`src/common/cpu_cfg.svh`:
```
`ifndef CPU_CFG_SVH
`define CPU_CFG_SVH

// Program counter value loaded by arst_n
`define CPU_RESET_PC 16'h0200

// NOP encoding, also the opcode held while in reset
`define CPU_NOP_OPCODE 8'hEA

`endif

```
`src/common/cpu_pkg.sv`:
```
`default_nettype none

`include "cpu_cfg.svh"

package cpu_pkg;

    typedef enum logic [7:0] {
        OP_ASL_A   = 8'h0A,
        OP_ASL_ZPG = 8'h06,
        OP_ASL_ZPX = 8'h16,
        OP_ASL_ABS = 8'h0E,
        OP_LSR_A   = 8'h4A,
        OP_LSR_ZPG = 8'h46,
        OP_LSR_ZPX = 8'h56,
        OP_LSR_ABS = 8'h4E,
        OP_ROL_A   = 8'h2A,
        OP_ROL_ZPG = 8'h26,
        OP_ROL_ZPX = 8'h36,
        OP_ROL_ABS = 8'h2E,
        OP_ROR_A   = 8'h6A,
        OP_ROR_ZPG = 8'h66,
        OP_ROR_ZPX = 8'h76,
        OP_ROR_ABS = 8'h6E,
        OP_LDA_IMM = 8'hA9,
        OP_LDX_IMM = 8'hA2,
        OP_SEC     = 8'h38,
        OP_CLC     = 8'h18,
        OP_NOP     = `CPU_NOP_OPCODE
    } opcode_t;

    // Shift group takes its mode straight from opcode bits 4:2
    typedef enum logic [2:0] {
        MODE_IMM   = 3'b000,
        MODE_ZPG   = 3'b001,
        MODE_ACC   = 3'b010,
        MODE_ABS   = 3'b011,
        MODE_ZPG_X = 3'b101
    } addr_mode_t;

    typedef enum logic [2:0] {
        S_FETCH, S_EXEC, S_ADR_LO, S_ADR_HI, S_INDEX, S_READ, S_MODIFY, S_WRITE
    } decode_state_t;

    typedef enum logic [2:0] {
        ALU_NONE, ALU_ASL, ALU_LSR, ALU_ROL, ALU_ROR, ALU_LDA, ALU_LDX, ALU_SETC
    } alu_op_t;

    typedef enum logic {
        ADDR_PC, ADDR_EA
    } addr_sel_t;

endpackage

`default_nettype wire

```
`src/decode/instruction_decode.sv`:
```
`timescale 1ns/1ps
`default_nettype none

`include "cpu_cfg.svh"

module instruction_decode (
    input  logic                clk,
    input  logic                arst_n,
    input  logic                rdy,
    input  logic [7:0]          data_in,
    output logic                sync,
    output logic                pc_inc,
    output logic                ea_lo_load,
    output logic                ea_hi_load,
    output logic                ea_index_add,
    output logic                latch_load,
    output logic                mem_write,
    output logic                alu_to_mem,
    output cpu_pkg::addr_sel_t  addr_sel,
    output cpu_pkg::alu_op_t    alu_op
);
    import cpu_pkg::*;

    decode_state_t state;
    decode_state_t state_nxt;
    logic [7:0]    opcode_q;
    logic [7:0]    op_now;
    addr_mode_t    mode;
    alu_op_t       ins_alu;

    // Opcode is on data_in during fetch, held in opcode_q afterwards
    always_comb begin
        op_now  = (state == S_FETCH) ? data_in : opcode_q;
        mode    = MODE_ACC; // Implied and unknown run like accumulator ops
        ins_alu = ALU_NONE;
        case (op_now)
            OP_ASL_A, OP_ASL_ZPG, OP_ASL_ZPX, OP_ASL_ABS: begin
                mode    = addr_mode_t'(op_now[4:2]);
                ins_alu = ALU_ASL;
            end
            OP_LSR_A, OP_LSR_ZPG, OP_LSR_ZPX, OP_LSR_ABS: begin
                mode    = addr_mode_t'(op_now[4:2]);
                ins_alu = ALU_LSR;
            end
            OP_ROL_A, OP_ROL_ZPG, OP_ROL_ZPX, OP_ROL_ABS: begin
                mode    = addr_mode_t'(op_now[4:2]);
                ins_alu = ALU_ROL;
            end
            OP_ROR_A, OP_ROR_ZPG, OP_ROR_ZPX, OP_ROR_ABS: begin
                mode    = addr_mode_t'(op_now[4:2]);
                ins_alu = ALU_ROR;
            end
            OP_LDA_IMM: begin
                mode    = MODE_IMM;
                ins_alu = ALU_LDA;
            end
            OP_LDX_IMM: begin
                mode    = MODE_IMM;
                ins_alu = ALU_LDX;
            end
            OP_SEC, OP_CLC: ins_alu = ALU_SETC; // Carry value comes from opcode bit 5
            OP_NOP:         ins_alu = ALU_NONE;
            default:        ins_alu = ALU_NONE;
        endcase
    end

    always_comb begin
        state_nxt    = state;
        sync         = 1'b0;
        pc_inc       = 1'b0;
        ea_lo_load   = 1'b0;
        ea_hi_load   = 1'b0;
        ea_index_add = 1'b0;
        latch_load   = 1'b0;
        mem_write    = 1'b0;
        alu_to_mem   = 1'b0;
        addr_sel     = ADDR_PC;
        alu_op       = ALU_NONE;
        case (state)
            S_FETCH: begin
                sync       = rdy; // Low while stalled
                pc_inc     = 1'b1;
                latch_load = 1'b1; // Opcode kept for SEC/CLC
                if (mode inside {MODE_ZPG, MODE_ZPG_X, MODE_ABS})
                    state_nxt = S_ADR_LO;
                else
                    state_nxt = S_EXEC;
            end
            S_EXEC: begin
                alu_op    = ins_alu;
                pc_inc    = (mode == MODE_IMM); // Step over the immediate byte
                state_nxt = S_FETCH;
            end
            S_ADR_LO: begin
                pc_inc     = 1'b1;
                ea_lo_load = 1'b1;
                case (mode)
                    MODE_ZPG:   state_nxt = S_READ;
                    MODE_ZPG_X: state_nxt = S_INDEX;
                    default:    state_nxt = S_ADR_HI;
                endcase
            end
            S_ADR_HI: begin
                pc_inc     = 1'b1;
                ea_hi_load = 1'b1;
                state_nxt  = S_READ;
            end
            S_INDEX: begin
                addr_sel     = ADDR_EA; // Dummy read of the unindexed byte
                ea_index_add = 1'b1;
                state_nxt    = S_READ;
            end
            S_READ: begin
                addr_sel   = ADDR_EA;
                latch_load = 1'b1;
                state_nxt  = S_MODIFY;
            end
            S_MODIFY: begin
                addr_sel   = ADDR_EA;
                alu_op     = ins_alu;
                alu_to_mem = 1'b1;
                state_nxt  = S_WRITE;
            end
            S_WRITE: begin
                addr_sel  = ADDR_EA;
                mem_write = 1'b1;
                state_nxt = S_FETCH;
            end
            default: state_nxt = S_FETCH;
        endcase
    end

    // Reset parks in S_EXEC on a NOP so the first fetch follows one edge later
    always_ff @(posedge clk or negedge arst_n) begin
        if (!arst_n) begin
            state    <= S_EXEC;
            opcode_q <= `CPU_NOP_OPCODE;
        end else if (rdy) begin
            state <= state_nxt;
            if (state == S_FETCH)
                opcode_q <= data_in;
        end
    end

endmodule

`default_nettype wire

```
`src/logic/address_unit.sv`:
```
`timescale 1ns/1ps
`default_nettype none

`include "cpu_cfg.svh"

module address_unit (
    input  logic        clk,
    input  logic        arst_n,
    input  logic        rdy,
    input  logic        pc_inc,
    input  logic        ea_lo_load,
    input  logic        ea_hi_load,
    input  logic        ea_index_add,
    input  logic [7:0]  data_in,
    input  logic [7:0]  x,
    output logic [15:0] pc,
    output logic [15:0] ea
);

    always_ff @(posedge clk or negedge arst_n) begin
        if (!arst_n) begin
            pc <= `CPU_RESET_PC;
        end else if (rdy && pc_inc) begin
            pc <= pc + 16'd1;
        end
    end

    // Effective address built byte by byte from the instruction stream
    always_ff @(posedge clk) begin
        if (rdy) begin
            if (ea_lo_load) begin
                ea <= {8'h00, data_in}; // Zero page until a high byte arrives
            end else if (ea_hi_load) begin
                ea[15:8] <= data_in;
            end else if (ea_index_add) begin
                ea[7:0] <= ea[7:0] + x; // Wraps within page zero
            end
        end
    end

endmodule

`default_nettype wire

```
`src/logic/bus_interface.sv`:
```
`timescale 1ns/1ps
`default_nettype none

module bus_interface (
    input  logic               clk,
    input  logic               arst_n,
    input  logic               rdy,
    input  logic               latch_load,
    input  logic               mem_write,
    input  cpu_pkg::addr_sel_t addr_sel,
    input  logic [15:0]        pc,
    input  logic [15:0]        ea,
    input  logic [7:0]         data_in,
    input  logic [7:0]         result,
    output logic [15:0]        addr,
    output logic [7:0]         data_out,
    output logic [7:0]         data_latch,
    output logic               we
);
    import cpu_pkg::*;

    // Input data latch, holds the opcode or the memory operand
    always_ff @(posedge clk or negedge arst_n) begin
        if (!arst_n) begin
            data_latch <= 8'h00;
        end else if (rdy && latch_load) begin
            data_latch <= data_in;
        end
    end

    assign addr     = (addr_sel == ADDR_EA) ? ea : pc;
    assign data_out = result;
    assign we       = mem_write & rdy; // No write while stalled

endmodule

`default_nettype wire

```
`src/logic/cpu_core.sv`:
```
`timescale 1ns/1ps
`default_nettype none

module cpu_core (
    input  logic        clk,
    input  logic        arst_n,
    input  logic        rdy,
    input  logic [7:0]  data_in,
    output logic [15:0] addr,
    output logic [7:0]  data_out,
    output logic [7:0]  acc,
    output logic [7:0]  x,
    output logic        we,
    output logic        sync,
    output logic        flag_n,
    output logic        flag_z,
    output logic        flag_c
);
    import cpu_pkg::*;

    logic        pc_inc;
    logic        ea_lo_load;
    logic        ea_hi_load;
    logic        ea_index_add;
    logic        latch_load;
    logic        mem_write;
    logic        alu_to_mem;
    addr_sel_t   addr_sel;
    alu_op_t     alu_op;
    logic [15:0] pc;
    logic [15:0] ea;
    logic [7:0]  result;
    logic [7:0]  data_latch;

    instruction_decode i_decode (
        .clk, .arst_n, .rdy, .data_in,
        .sync, .pc_inc, .ea_lo_load, .ea_hi_load, .ea_index_add,
        .latch_load, .mem_write, .alu_to_mem, .addr_sel, .alu_op
    );

    address_unit i_address (
        .clk, .arst_n, .rdy, .pc_inc, .ea_lo_load, .ea_hi_load, .ea_index_add,
        .data_in, .x, .pc, .ea
    );

    shift_alu i_alu (
        .clk, .arst_n, .rdy, .alu_to_mem, .alu_op,
        .operand (data_latch), // Memory byte or latched opcode
        .imm     (data_in),    // Immediate byte read at pc
        .acc, .x, .result, .flag_n, .flag_z, .flag_c
    );

    bus_interface i_bus (
        .clk, .arst_n, .rdy, .latch_load, .mem_write, .addr_sel,
        .pc, .ea, .data_in, .result, .addr, .data_out, .data_latch, .we
    );

endmodule

`default_nettype wire

```
`src/logic/shift_alu.sv`:
```
`timescale 1ns/1ps
`default_nettype none

module shift_alu (
    input  logic             clk,
    input  logic             arst_n,
    input  logic             rdy,
    input  logic             alu_to_mem,
    input  cpu_pkg::alu_op_t alu_op,
    input  logic [7:0]       operand,
    input  logic [7:0]       imm,
    output logic [7:0]       acc,
    output logic [7:0]       x,
    output logic [7:0]       result,
    output logic             flag_n,
    output logic             flag_z,
    output logic             flag_c
);
    import cpu_pkg::*;

    logic [7:0] src;
    logic [7:0] shifted;
    logic       carry_out;
    logic       is_shift;

    assign src      = alu_to_mem ? operand : acc; // Memory byte or accumulator
    assign is_shift = alu_op inside {ALU_ASL, ALU_LSR, ALU_ROL, ALU_ROR};

    always_comb begin
        shifted   = src;
        carry_out = flag_c;
        case (alu_op)
            ALU_ASL: {carry_out, shifted} = {src, 1'b0};
            ALU_LSR: {shifted, carry_out} = {1'b0, src};
            ALU_ROL: {carry_out, shifted} = {src, flag_c}; // Rotate through carry
            ALU_ROR: {shifted, carry_out} = {flag_c, src};
            default: shifted = src;
        endcase
    end

    always_ff @(posedge clk or negedge arst_n) begin
        if (!arst_n) begin
            acc    <= 8'h00;
            x      <= 8'h00;
            flag_n <= 1'b0;
            flag_z <= 1'b0;
            flag_c <= 1'b0;
        end else if (rdy) begin
            case (alu_op)
                ALU_ASL, ALU_LSR, ALU_ROL, ALU_ROR: begin
                    if (!alu_to_mem)
                        acc <= shifted;
                    flag_n <= shifted[7];
                    flag_z <= (shifted == 8'h00);
                    flag_c <= carry_out;
                end
                ALU_LDA: begin
                    acc    <= imm;
                    flag_n <= imm[7];
                    flag_z <= (imm == 8'h00);
                end
                ALU_LDX: begin
                    x      <= imm;
                    flag_n <= imm[7];
                    flag_z <= (imm == 8'h00);
                end
                ALU_SETC: flag_c <= operand[5]; // Latched opcode, SEC vs CLC
                default: ;
            endcase
        end
    end

    // Held until the write cycle
    always_ff @(posedge clk) begin
        if (rdy && is_shift && alu_to_mem)
            result <= shifted;
    end

endmodule

`default_nettype wire

```
`config.mk`:
```
export PLATFORM = sky130hd
export DESIGN_NAME = cpu_core
export DESIGN_NICKNAME = d
export VERILOG_FILES = /design/src/common/cpu_pkg.sv /design/src/decode/instruction_decode.sv /design/src/logic/address_unit.sv /design/src/logic/bus_interface.sv /design/src/logic/cpu_core.sv /design/src/logic/shift_alu.sv
export VERILOG_INCLUDE_DIRS = /design/src /design/src/common
export SDC_FILE = /design/constraint.sdc
export NUM_CORES = 1
export LEC_CHECK = 0
export BUFFER_PORTS_ARGS = -buffer_cell sky130_fd_sc_hd__clkbuf_2
export CORE_MARGIN = 2
export CORE_UTILIZATION = 55
export DETAILED_ROUTE_END_ITERATION = 12
export PLACE_DENSITY = 0.75
export SETUP_SLACK_MARGIN = 0.1
export SLEW_MARGIN = 25
export SYNTH_ARGS = -nofsm -noshare
export SYNTH_HDL_FRONTEND = slang
export SYNTH_HIERARCHICAL = 1
export SYNTH_SLANG_ARGS = --single-unit
```
`constraint.sdc`:
```
create_clock -name clk -period 6.13 [get_ports clk]
set_clock_uncertainty 0.1 [all_clocks]
set_input_delay 0.3065 -clock clk [delete_from_list [all_inputs] [get_ports clk]]
set_output_delay 0.3065 -clock clk [all_outputs]
set_load 0.02 [all_outputs]
```
Yosys cells after proc, flatten, opt, wreduce, memory -nomap -nowiden
Index checks and enable logic that the tools add are counted.

Register bits: 78. Bits in latches: 0. Bits in writable memories: 0. Bits in read-only memories: 0. Bits of input ports: 11. Output and inout bits: 45. Word-level logic and storage cells: 122. Memories: 0.

Add/sub/neg operators: 2. Multipliers: 0. Divide/modulo/power cells: 0. $lt $le $gt $ge: 0. Equal/unequal tests: 40. Shift operators: 0. Muxes and demuxes: 29. Bitwise gates (word level): 1. Reductions and logical operators: 38.

Operators with widths (number): $eq 8x7->1 const B (8); $mux 8 (7); $eq 8x6->1 const B (5); $pmux 8 s4 (1); $eq 3x3->1 const B (9); $reduce_or 4->1 (6); $pmux 3 s7 (1); $pmux 3 s6 (1); $reduce_or 2->1 (9); $add 16x1->16 const B (1); $eq 8x4->1 const B (2); $eq 8x5->1 const B (2); $eq 8x8->1 const B (2); $logic_not 8->1 (2); $mux 16 (1); $pmux 8 s2 (1); $reduce_or 16->1 (1); $eq 3x2->1 const B (5); $pmux 3 s2 (2); $pmux 1 s2 (5); $reduce_bool 2->1 (5); $eq 3x1->1 const B (3); $reduce_and 3->1 (3); $add 8x8->8 (1); 13 further kinds (27).

Logic depth before layout (Yosys ltp)
Gate-level depths: netlist of run 1.

Word-level depth: 10. Mapped depth: 15.

By module
The synthesis of run 1 kept the hierarchy.

By module, submodules not included: shift_alu (instances 1, cells an instance 194, area each 1935.6 µm², seq. area each 715.7 µm²); address_unit (instances 1, cells an instance 154, area each 1720.4 µm², seq. area each 882.1 µm²); instruction_decode (instances 1, cells an instance 105, area each 972.2 µm², seq. area each 282.8 µm²); bus_interface (instances 1, cells an instance 44, area each 611.8 µm², seq. area each 200.2 µm²).

Least setup slack after synthesis of run 1
OpenSTA, ideal clock, no wires.

Path type: flip-flop to flip-flop. From: reg i_decode.opcode_q[1]. To: reg i_alu.flag_z. Data arrival time: 3.375 ns. Path slack: 2.552 ns. Stages on the path, launching flop included: 11. Cells stage by stage: dfstp_2 or3b_1 a211oi_1 o21ai_1 a31oi_1 buf_2 mux2_2 o2111a_1 or4_1 or3_1 o41ai_2.

Cells in the longest elaborated chain, start to end: 9. Elaborated cells on any way between the ends: 41.

Ends and longest elaborated chain: from (decl) (line instruction_decode.sv:26) `logic [7:0] opcode_q;`; from (signal assigned) (line instruction_decode.sv:137) `` opcode_q <= `CPU_NOP_OPCODE; ``; from (signal assigned) (line instruction_decode.sv:141) `opcode_q <= data_in;`; $mux 8 (*) (line instruction_decode.sv:33) `op_now = (state == S_FETCH) ? data_in : opcode_q;`; $eq 8x7->1 (tied with other cells) (line instruction_decode.sv:36) `case (op_now)`; $reduce_or 4->1 (tied with other cells) (line instruction_decode.sv:36); $pmux 3 s7 (*) (line instruction_decode.sv:36); $mux 3 (*) (line instruction_decode.sv:79) `case (state)`; net alu_op[2] (line cpu_core.sv:29) `alu_op_t alu_op;`; $eq 3x3->1 (tied with other cells) (line shift_alu.sv:32) `case (alu_op)`; $pmux 8 s4 (*) (line shift_alu.sv:32); net i_alu.shifted[1] (line shift_alu.sv:22) `logic [7:0] shifted;`; $logic_not 8->1 (*) (line shift_alu.sv:54) `flag_z <= (shifted == 8'h00);`; $pmux 1 s2 (*) (line shift_alu.sv:49) `case (alu_op)`; to (signal assigned) (line shift_alu.sv:54); to (signal assigned) (line shift_alu.sv:60) `flag_z <= (imm == 8'h00);`; to (signal assigned) (line shift_alu.sv:65) `flag_z <= (imm == 8'h00);`; to (decl) (line shift_alu.sv:16) `output logic flag_z,`.

Mark *: on every way through the listed nets, which the timed path passes. The rest lies on a longest branch. A chain may end at the register's enable or synchronous reset.

Worst setup path after layout of run 1
From: reg i_decode.state[2]. To: reg i_alu.flag_z.

Elaborated cells on any way between the ends: 47.

RTL lines: from (decl) (line instruction_decode.sv:24) `decode_state_t state;`; from (signal assigned) (line instruction_decode.sv:139) `state <= state_nxt;`; $eq 3x3->1 (line instruction_decode.sv:79); $mux 1 (line instruction_decode.sv:79); net alu_to_mem (line cpu_core.sv:27) `logic alu_to_mem;`; $mux 8 (line shift_alu.sv:26) `assign src = alu_to_mem ? operand : acc;`; $pmux 8 s4 (line shift_alu.sv:32); net i_alu.shifted[4] (line shift_alu.sv:22); $logic_not 8->1 (line shift_alu.sv:54); $pmux 1 s2 (line shift_alu.sv:49).

The timed path passes the listed nets, and every way through them passes these cells.

==> results of run 1 <==
[cell type report]
type / count / area, µm²
fill: 786 / 3510
multi-input combinational: 373 / 2910
sequential: 78 / 2080
timing repair buffer: 63 / 338
tap: 129 / 161
clock buffer: 9 / 124
clock inverter: 7 / 63.8
inverter: 13 / 48.8
[per-stage QoR]
stage           util  cells  setup slack [ns]
4_1_cts        0.620    672              1.89
3_5_place_dp   0.598    655              1.84
5_1_grt        0.620    672              1.55
3_3_place_gp   0.598    655              1.90
2_1_floorplan      -    497              2.55
6_report       0.620    672              1.85
[synthesized netlist by cell type (10+ instances only)]
library cell   n
dfrtp_1       47
nand2_1       47
mux2_2        31
mux2i_1       25
o21ai_0       25
edfxtp_1      24
nor2_1        19
nor2b_1       17
xnor2_1       14
clkbuf_1      13
inv_1         12
nor3b_1       11
a31oi_1       10
mux2_4        10
nand3_1       10
[where the power goes]
group	total, W	switching [W]	internal, W
clock	0.000381	0.000225	0.000156
combinational	0.00109	0.000604	0.000490
sequential	0.000914	0.000199	0.000715
[timing repair]
action,in CTS,in global routing
resized for setup,0,0
hold buffers,1,0
endpoints found under the setup margin,0,0
endpoints found under the hold margin,1,0
[cell usage in the layout (no fill, tap or decap), types with 4 or more instances in the layout]
master | netlist | routed
mux2i_1 | 25 | 25
xor2_1 | 7 | 7
mux2_2 | 31 | 31
clkbuf_8 | 0 | 9
edfxtp_1 | 24 | 24
a211oi_1 | 4 | 4
clkbuf_2 | 0 | 55
mux2_4 | 10 | 10
nand2b_1 | 5 | 5
inv_1 | 12 | 12
o21ai_0 | 25 | 25
dfstp_2 | 7 | 7
nor2b_1 | 17 | 17
ha_1 | 8 | 8
a21oi_1 | 8 | 8
a31oi_1 | 10 | 8
o211ai_1 | 4 | 4
nor4b_1 | 4 | 4
nand3_1 | 10 | 10
xnor2_1 | 14 | 14
a22oi_1 | 6 | 6
mux4_2 | 5 | 5
nand4_1 | 9 | 9
nor3_1 | 9 | 9
nand2_1 | 47 | 47
dfrtp_1 | 47 | 47
nor2_1 | 19 | 17
nor3b_1 | 11 | 11
o21a_1 | 5 | 5
and2_1 | 5 | 5
nor4_1 | 4 | 4
buf_4 | 9 | 7
mux2_1 | 4 | 4
[final timing paths]
kind / cells past startpoint / endpoint / slack, ns / from
worst max-delay path: 12 / i_alu/flag_z / 1.85 / i_decode/state[2]
worst min-delay path: 2 / i_alu/x[1] / 0.30 / data_in[1]
worst max register to register: 12 / i_alu/flag_z / 1.85 / i_decode/state[2]
worst min register to register: 1 / i_address/pc[15] / 0.38 / i_address/pc[15]
max in group asynchronous: 3 / i_decode/opcode_q[2] / 4.94 / arst_n
min in group asynchronous: 3 / i_decode/opcode_q[4] / 0.51 / arst_n
[state kept, by name (all words and copies together), names as in the netlist]
signal,cells
i_address/ea,16
i_address/pc,16
i_alu/acc,8
i_alu/result,8
i_alu/x,8
i_bus/data_latch,8
i_decode/opcode_q,8
i_decode/state,3
i_alu/flag_c,1
i_alu/flag_n,1
i_alu/flag_z,1
[worst max-delay path, stage by stage (launching register included)]
cell     delay [ns]
dfrtp_1        0.62
nand2_1        0.15
nor2_2         0.09
buf_4          0.32
nor2_1         0.16
a31oi_2        0.57
buf_4          0.40
and2_1         0.38
a22oi_1        0.15
and3_4         0.20
or4_1          0.49
or3_1          0.33
o41ai_2        0.21
[kinds of logic after synthesis]
kind of cell	synth area share
DFF	0.397
buffers and inverters	0.0509
AOI/OAI and AO/OA	0.132
and+or+nand+nor	0.189
muxes	0.173
xor gates and xnor gates	0.0351
adders and majority gates	0.0229
[layer usage]
| layer | vias to the layer above | wire length (µm) | track usage |
|---|---|---|---|
| met2 | 142 | 6200 | 0.406 |
| met3 | 18 | 735 | 0.0373 |
| li1 | 1940 | - | - |
| met1 | 2047 | 5880 | 0.366 |
| met4 | 0 | 199 | 0.0915 |
| met5 | - | 0 | 0 |
==> reports/qor.csv, run 1 <==
metric,value,unit
status,completed,
grt ovf,0,
clock sink total,78,
row cnt,35,
Critical Path AT,4.44,ns
first-pass GRT wire length,20500,µm
Synth Net Count,517,
routed len/inst,19.4,µm
post-route design area,5730,µm²
Root Buffer,clkbuf_8,
die height,102,µm
post-synthesis sequential area ratio,0.397,
Mapped Cells,497,
actual slew at the worst max-slew pin,0.714,ns
residual DRC count,0,
pins over their slew limit,0,
cell taking the most area after synthesis,dfrtp_1,
synth-to-layout area growth,9.29,%
Setup crit start kind,flip-flop,
core area,9240,µm²
ANT cells,0,
dpl hpwl,8930,µm
Die Area,10300,µm²
kind of critical path,reg2reg,
DP Area,5530,µm²
Critical Path RT,6.29,ns
initial DRC count,278,
Final setup viols,0,
synthesis warning total,6,
Worst-Skew Late Latency,0.37,ns
prevailing post-synth register cell,dfrtp_1,
RSZ-0062 raised after global routing,no,
# H-tree levels,3,
CP Capture Type,flip-flop,
drt total wl,13000,µm
input/output buffers,55,
Worst slew margin,0.524,
max-cap violations,0,
IO Pins,56,
via count,4147,
Initial Util,0.567,
GRT Overall Usage,0.258,
CTS tree,built,
postcts setup bufs,0,
largest net degree at the start of global routing,55,
synthesized area per cell,10.5,µm²
Yosys reg bits,78,
CTS Buffer Depth,2,
placer congestion estimate,0.933,
Fmax achieved,234,MHz
Hold Slack,0.297,ns
post-synthesis cell area,5240,µm²
Synth area leaders,"dfrtp_1 (22%), edfxtp_1 (14%), mux2_2 (6.7%)",
Fin. Hold Viols,0,
vias in the first global route,3882,
fin crit share,0.698,
Yosys top cell area share,0.224,
initial antenna violation count,0,
vias per cell,6.17,
asr flop ratio synth,0.692,
Pre-antenna DRT Iters,6,
worst hold path class,in2reg,
Final min period,4.28,ns
Nets,558,
PD cells,417,nW/µm²
post-synth cell types,79,
Post-synth EDFFs,24,
"Clk pin slew, worst setup/hold paths",0.09,ns
Post-DRT Antenna Nets,0,
Pleak,2.36,nW
peak supply drop,0.200,mV
"Max FO, Critical Path",25,
total power,0.00239,W
Die W,102,µm
number of buffers created by CTS,9,
layout cell share with drive strength beyond 1,0.285,
Post-Route Setup TNS,0,ns
(Power assumes the default switching activity.)
==> inputs of run 2 (changes only) <==
--- a/config.mk
+++ b/config.mk
@@ -8,9 +8,9 @@
 export LEC_CHECK = 0
 export BUFFER_PORTS_ARGS = -buffer_cell sky130_fd_sc_hd__clkbuf_2
 export CORE_MARGIN = 2
-export CORE_UTILIZATION = 55
+export CORE_UTILIZATION = 54
 export DETAILED_ROUTE_END_ITERATION = 12
-export PLACE_DENSITY = 0.75
+export PLACE_DENSITY = 0.77
 export SETUP_SLACK_MARGIN = 0.1
 export SLEW_MARGIN = 25
 export SYNTH_ARGS = -nofsm -noshare
==> constraint.sdc (replaced) <==
create_clock -name clk -period 3.6 [get_ports clk]
set_clock_uncertainty 0.1 [all_clocks]
set_input_delay 0.18 -clock clk [delete_from_list [all_inputs] [get_ports clk]]
set_output_delay 0.18 -clock clk [all_outputs]
set_load 0.02 [all_outputs]
==> reports/qor.csv, run 2 (same netlist as run 1, synthesis figures left out) <==
metric,value,unit,change
"Max FO, Critical Path",10,,was 25
Die Area,10500,µm²,was 10300 µm²
Final setup viols,0,,unchanged
placed insts,682,,was 655
Critical Path AT,3.77,ns,was 4.44 ns
Setup crit start kind,flip-flop,,unchanged
total power,0.00424,W,was 0.00239 W
residual DRC count,0,,unchanged
initial DRC count,211,,was 278
row cnt,35,,unchanged
number of non-filler instances in the completed layout,706,,was 672
clock sink total,78,,unchanged
Post-DRT Antenna Nets,0,,unchanged
grt ovf,0,,unchanged
input/output buffers,55,,unchanged
Hold Slack,0.0501,ns,was 0.297 ns
post-route design area,6080,µm²,was 5730 µm²
vias per cell,6.19,,was 6.17
area of the multi-input gates,2980,µm²,was 2910 µm²
peak supply drop,0.382,mV,was 0.200 mV
CTS Buffer Depth,2,,unchanged
Initial Util,0.562,,was 0.567
initial antenna violation count,0,,unchanged
IO Pins,56,,unchanged
"Clk pin slew, worst setup/hold paths",0.09,ns,about the same
synth-to-layout area growth,16.0,%,was 9.29%
drt total wl,13500,µm,was 13000 µm
dpl hpwl,9610,µm,was 8930 µm
reg2reg setup slack,0.003,ns,was 1.85 ns
kind of critical path,reg2reg,,unchanged
pins over their slew limit,0,,unchanged
largest net degree at the start of global routing,31,,was 55
number of buffers created by CTS,9,,unchanged
PD cells,698,nW/µm²,was 417 nW/µm²
Final min period,3.60,ns,was 4.28 ns
Worst-Skew Late Latency,0.36,ns,was 0.37 ns
die height,103,µm,was 102 µm
reg2reg end,i_alu/flag_z,,unchanged
CP Capture Type,flip-flop,,unchanged
Hold Crit Start,data_in[2],,was data_in[1]
status,completed,,unchanged
# H-tree levels,3,,unchanged
"commonest non-fill, non-tap cell in the layout",clkbuf_2,,unchanged
"commonest non-fill, non-tap cells in the layout","clkbuf_2 (55), nand2_1 (47), dfrtp_1 (47)",,unchanged
core area,9330,µm²,was 9240 µm²
RSZ-0062 raised after global routing,yes,,was no
placer congestion estimate,0.997,,was 0.933
Pleak,2.55,nW,was 2.36 nW
Root Buffer,clkbuf_8,,unchanged
Die W,103,µm,was 102 µm
FF+latch area,2080,µm²,unchanged
worst hold path class,in2reg,,unchanged
Min-Delay Path Depth,2,,unchanged
ANT cells,0,,unchanged
top flop regs,"i_address/ea x16, i_address/pc x16",,unchanged
vias in the first global route,4092,,was 3882
actual slew at the worst max-slew pin,0.814,ns,was 0.714 ns
fin crit share,0.999,,was 0.698
Worst slew margin,0.457,,was 0.524
GRT Overall Usage,0.268,,was 0.258
Fin. Hold Viols,0,,unchanged
max-cap violations,0,,unchanged
worst reg2reg path depth,12,,unchanged
CTS tree,built,,unchanged
Critical Path RT,3.77,ns,was 6.29 ns
routed len/inst,19.1,µm,was 19.4 µm
first-pass GRT wire length,21500,µm,was 20500 µm
Post-Route Setup TNS,0,ns,unchanged
via count,4369,,was 4147
Nets,592,,was 558
Fmax achieved,278,MHz,was 234 MHz
Pre-antenna DRT Iters,5,,was 6
WHS Endpoint,i_decode/opcode_q[2],,was i_alu/x[1]
Fillers,765,,was 786
layout cell share with drive strength beyond 1,0.345,,was 0.285
RR Startpoint,i_decode/state[1],,was i_decode/state[2]
DP Area,5740,µm²,was 5530 µm²
run 2: critical path, cell delays in order (launching register included):
cell	delay, ns
dfrtp_1	0.43
or3_4	0.44
o211ai_2	0.13
o22a_1	0.24
a31oi_4	0.11
buf_4	0.17
bufbuf_16	0.27
nor3b_4	0.26
a22oi_1	0.14
and3_4	0.21
or4_1	0.50
or3_1	0.32
o41ai_2	0.20
run 2: report_power, final:
group / switching [W] / internal, W / leakage [nW]
combinational: 0.00112 / 0.000956 / 1.56
clock: 0.000372 / 0.000258 / 0.0866
sequential: 0.000318 / 0.00122 / 0.897
run 2: layout make-up:
cell class              count  share of cell area
flip-flops and latches     78               0.342
inverters                  13             0.00802
clock buffers               9              0.0204
well taps                 129              0.0265
multi-input cells         373               0.490
clock inverters             7             0.00905
repair buffers             97               0.104
run 2: metal layers:
| layer | vias up | global-route usage | share of wire |
|---|---|---|---|
| met5 | - | 0 | 0 |
| met4 | 0 | 0.101 | 0.024 |
| met3 | 29 | 0.0285 | 0.057 |
| met2 | 192 | 0.436 | 0.48 |
| met1 | 2143 | 0.372 | 0.44 |
| li1 | 2005 | - | - |
run 2: worst max-delay path by stage:
stage | start | endpoint | cells past startpoint
2_1_floorplan | i_decode/opcode_q[1] | i_alu/flag_z | 10
5_1_grt | i_decode/state[1] | i_alu/flag_z | 12
4_1_cts | i_decode/opcode_q[1] | i_alu/flag_z | 13
6_report | i_decode/state[1] | i_alu/flag_z | 12
3_3_place_gp | i_decode/opcode_q[1] | i_alu/flag_z | 11
3_5_place_dp | i_decode/opcode_q[1] | i_alu/flag_z | 11
run 2: metrics by stage:
step / setup slack [ns] / utilization
after detailed placement: -0.0163 / 0.616
after floorplan: 0.133 / -
final: 0.00316 / 0.652
after global routing: -0.127 / 0.652
after global placement: 0.0407 / 0.616
after CTS: 0.0296 / 0.647
run 2: timing repair:
item,in CTS,in global routing
buffers inserted,6,0
cloned,1,0
setup endpoints to repair,1,10
resized for setup,7,9
hold buffers,1,0
hold endpoints to repair,23,0
pin swaps,2,3
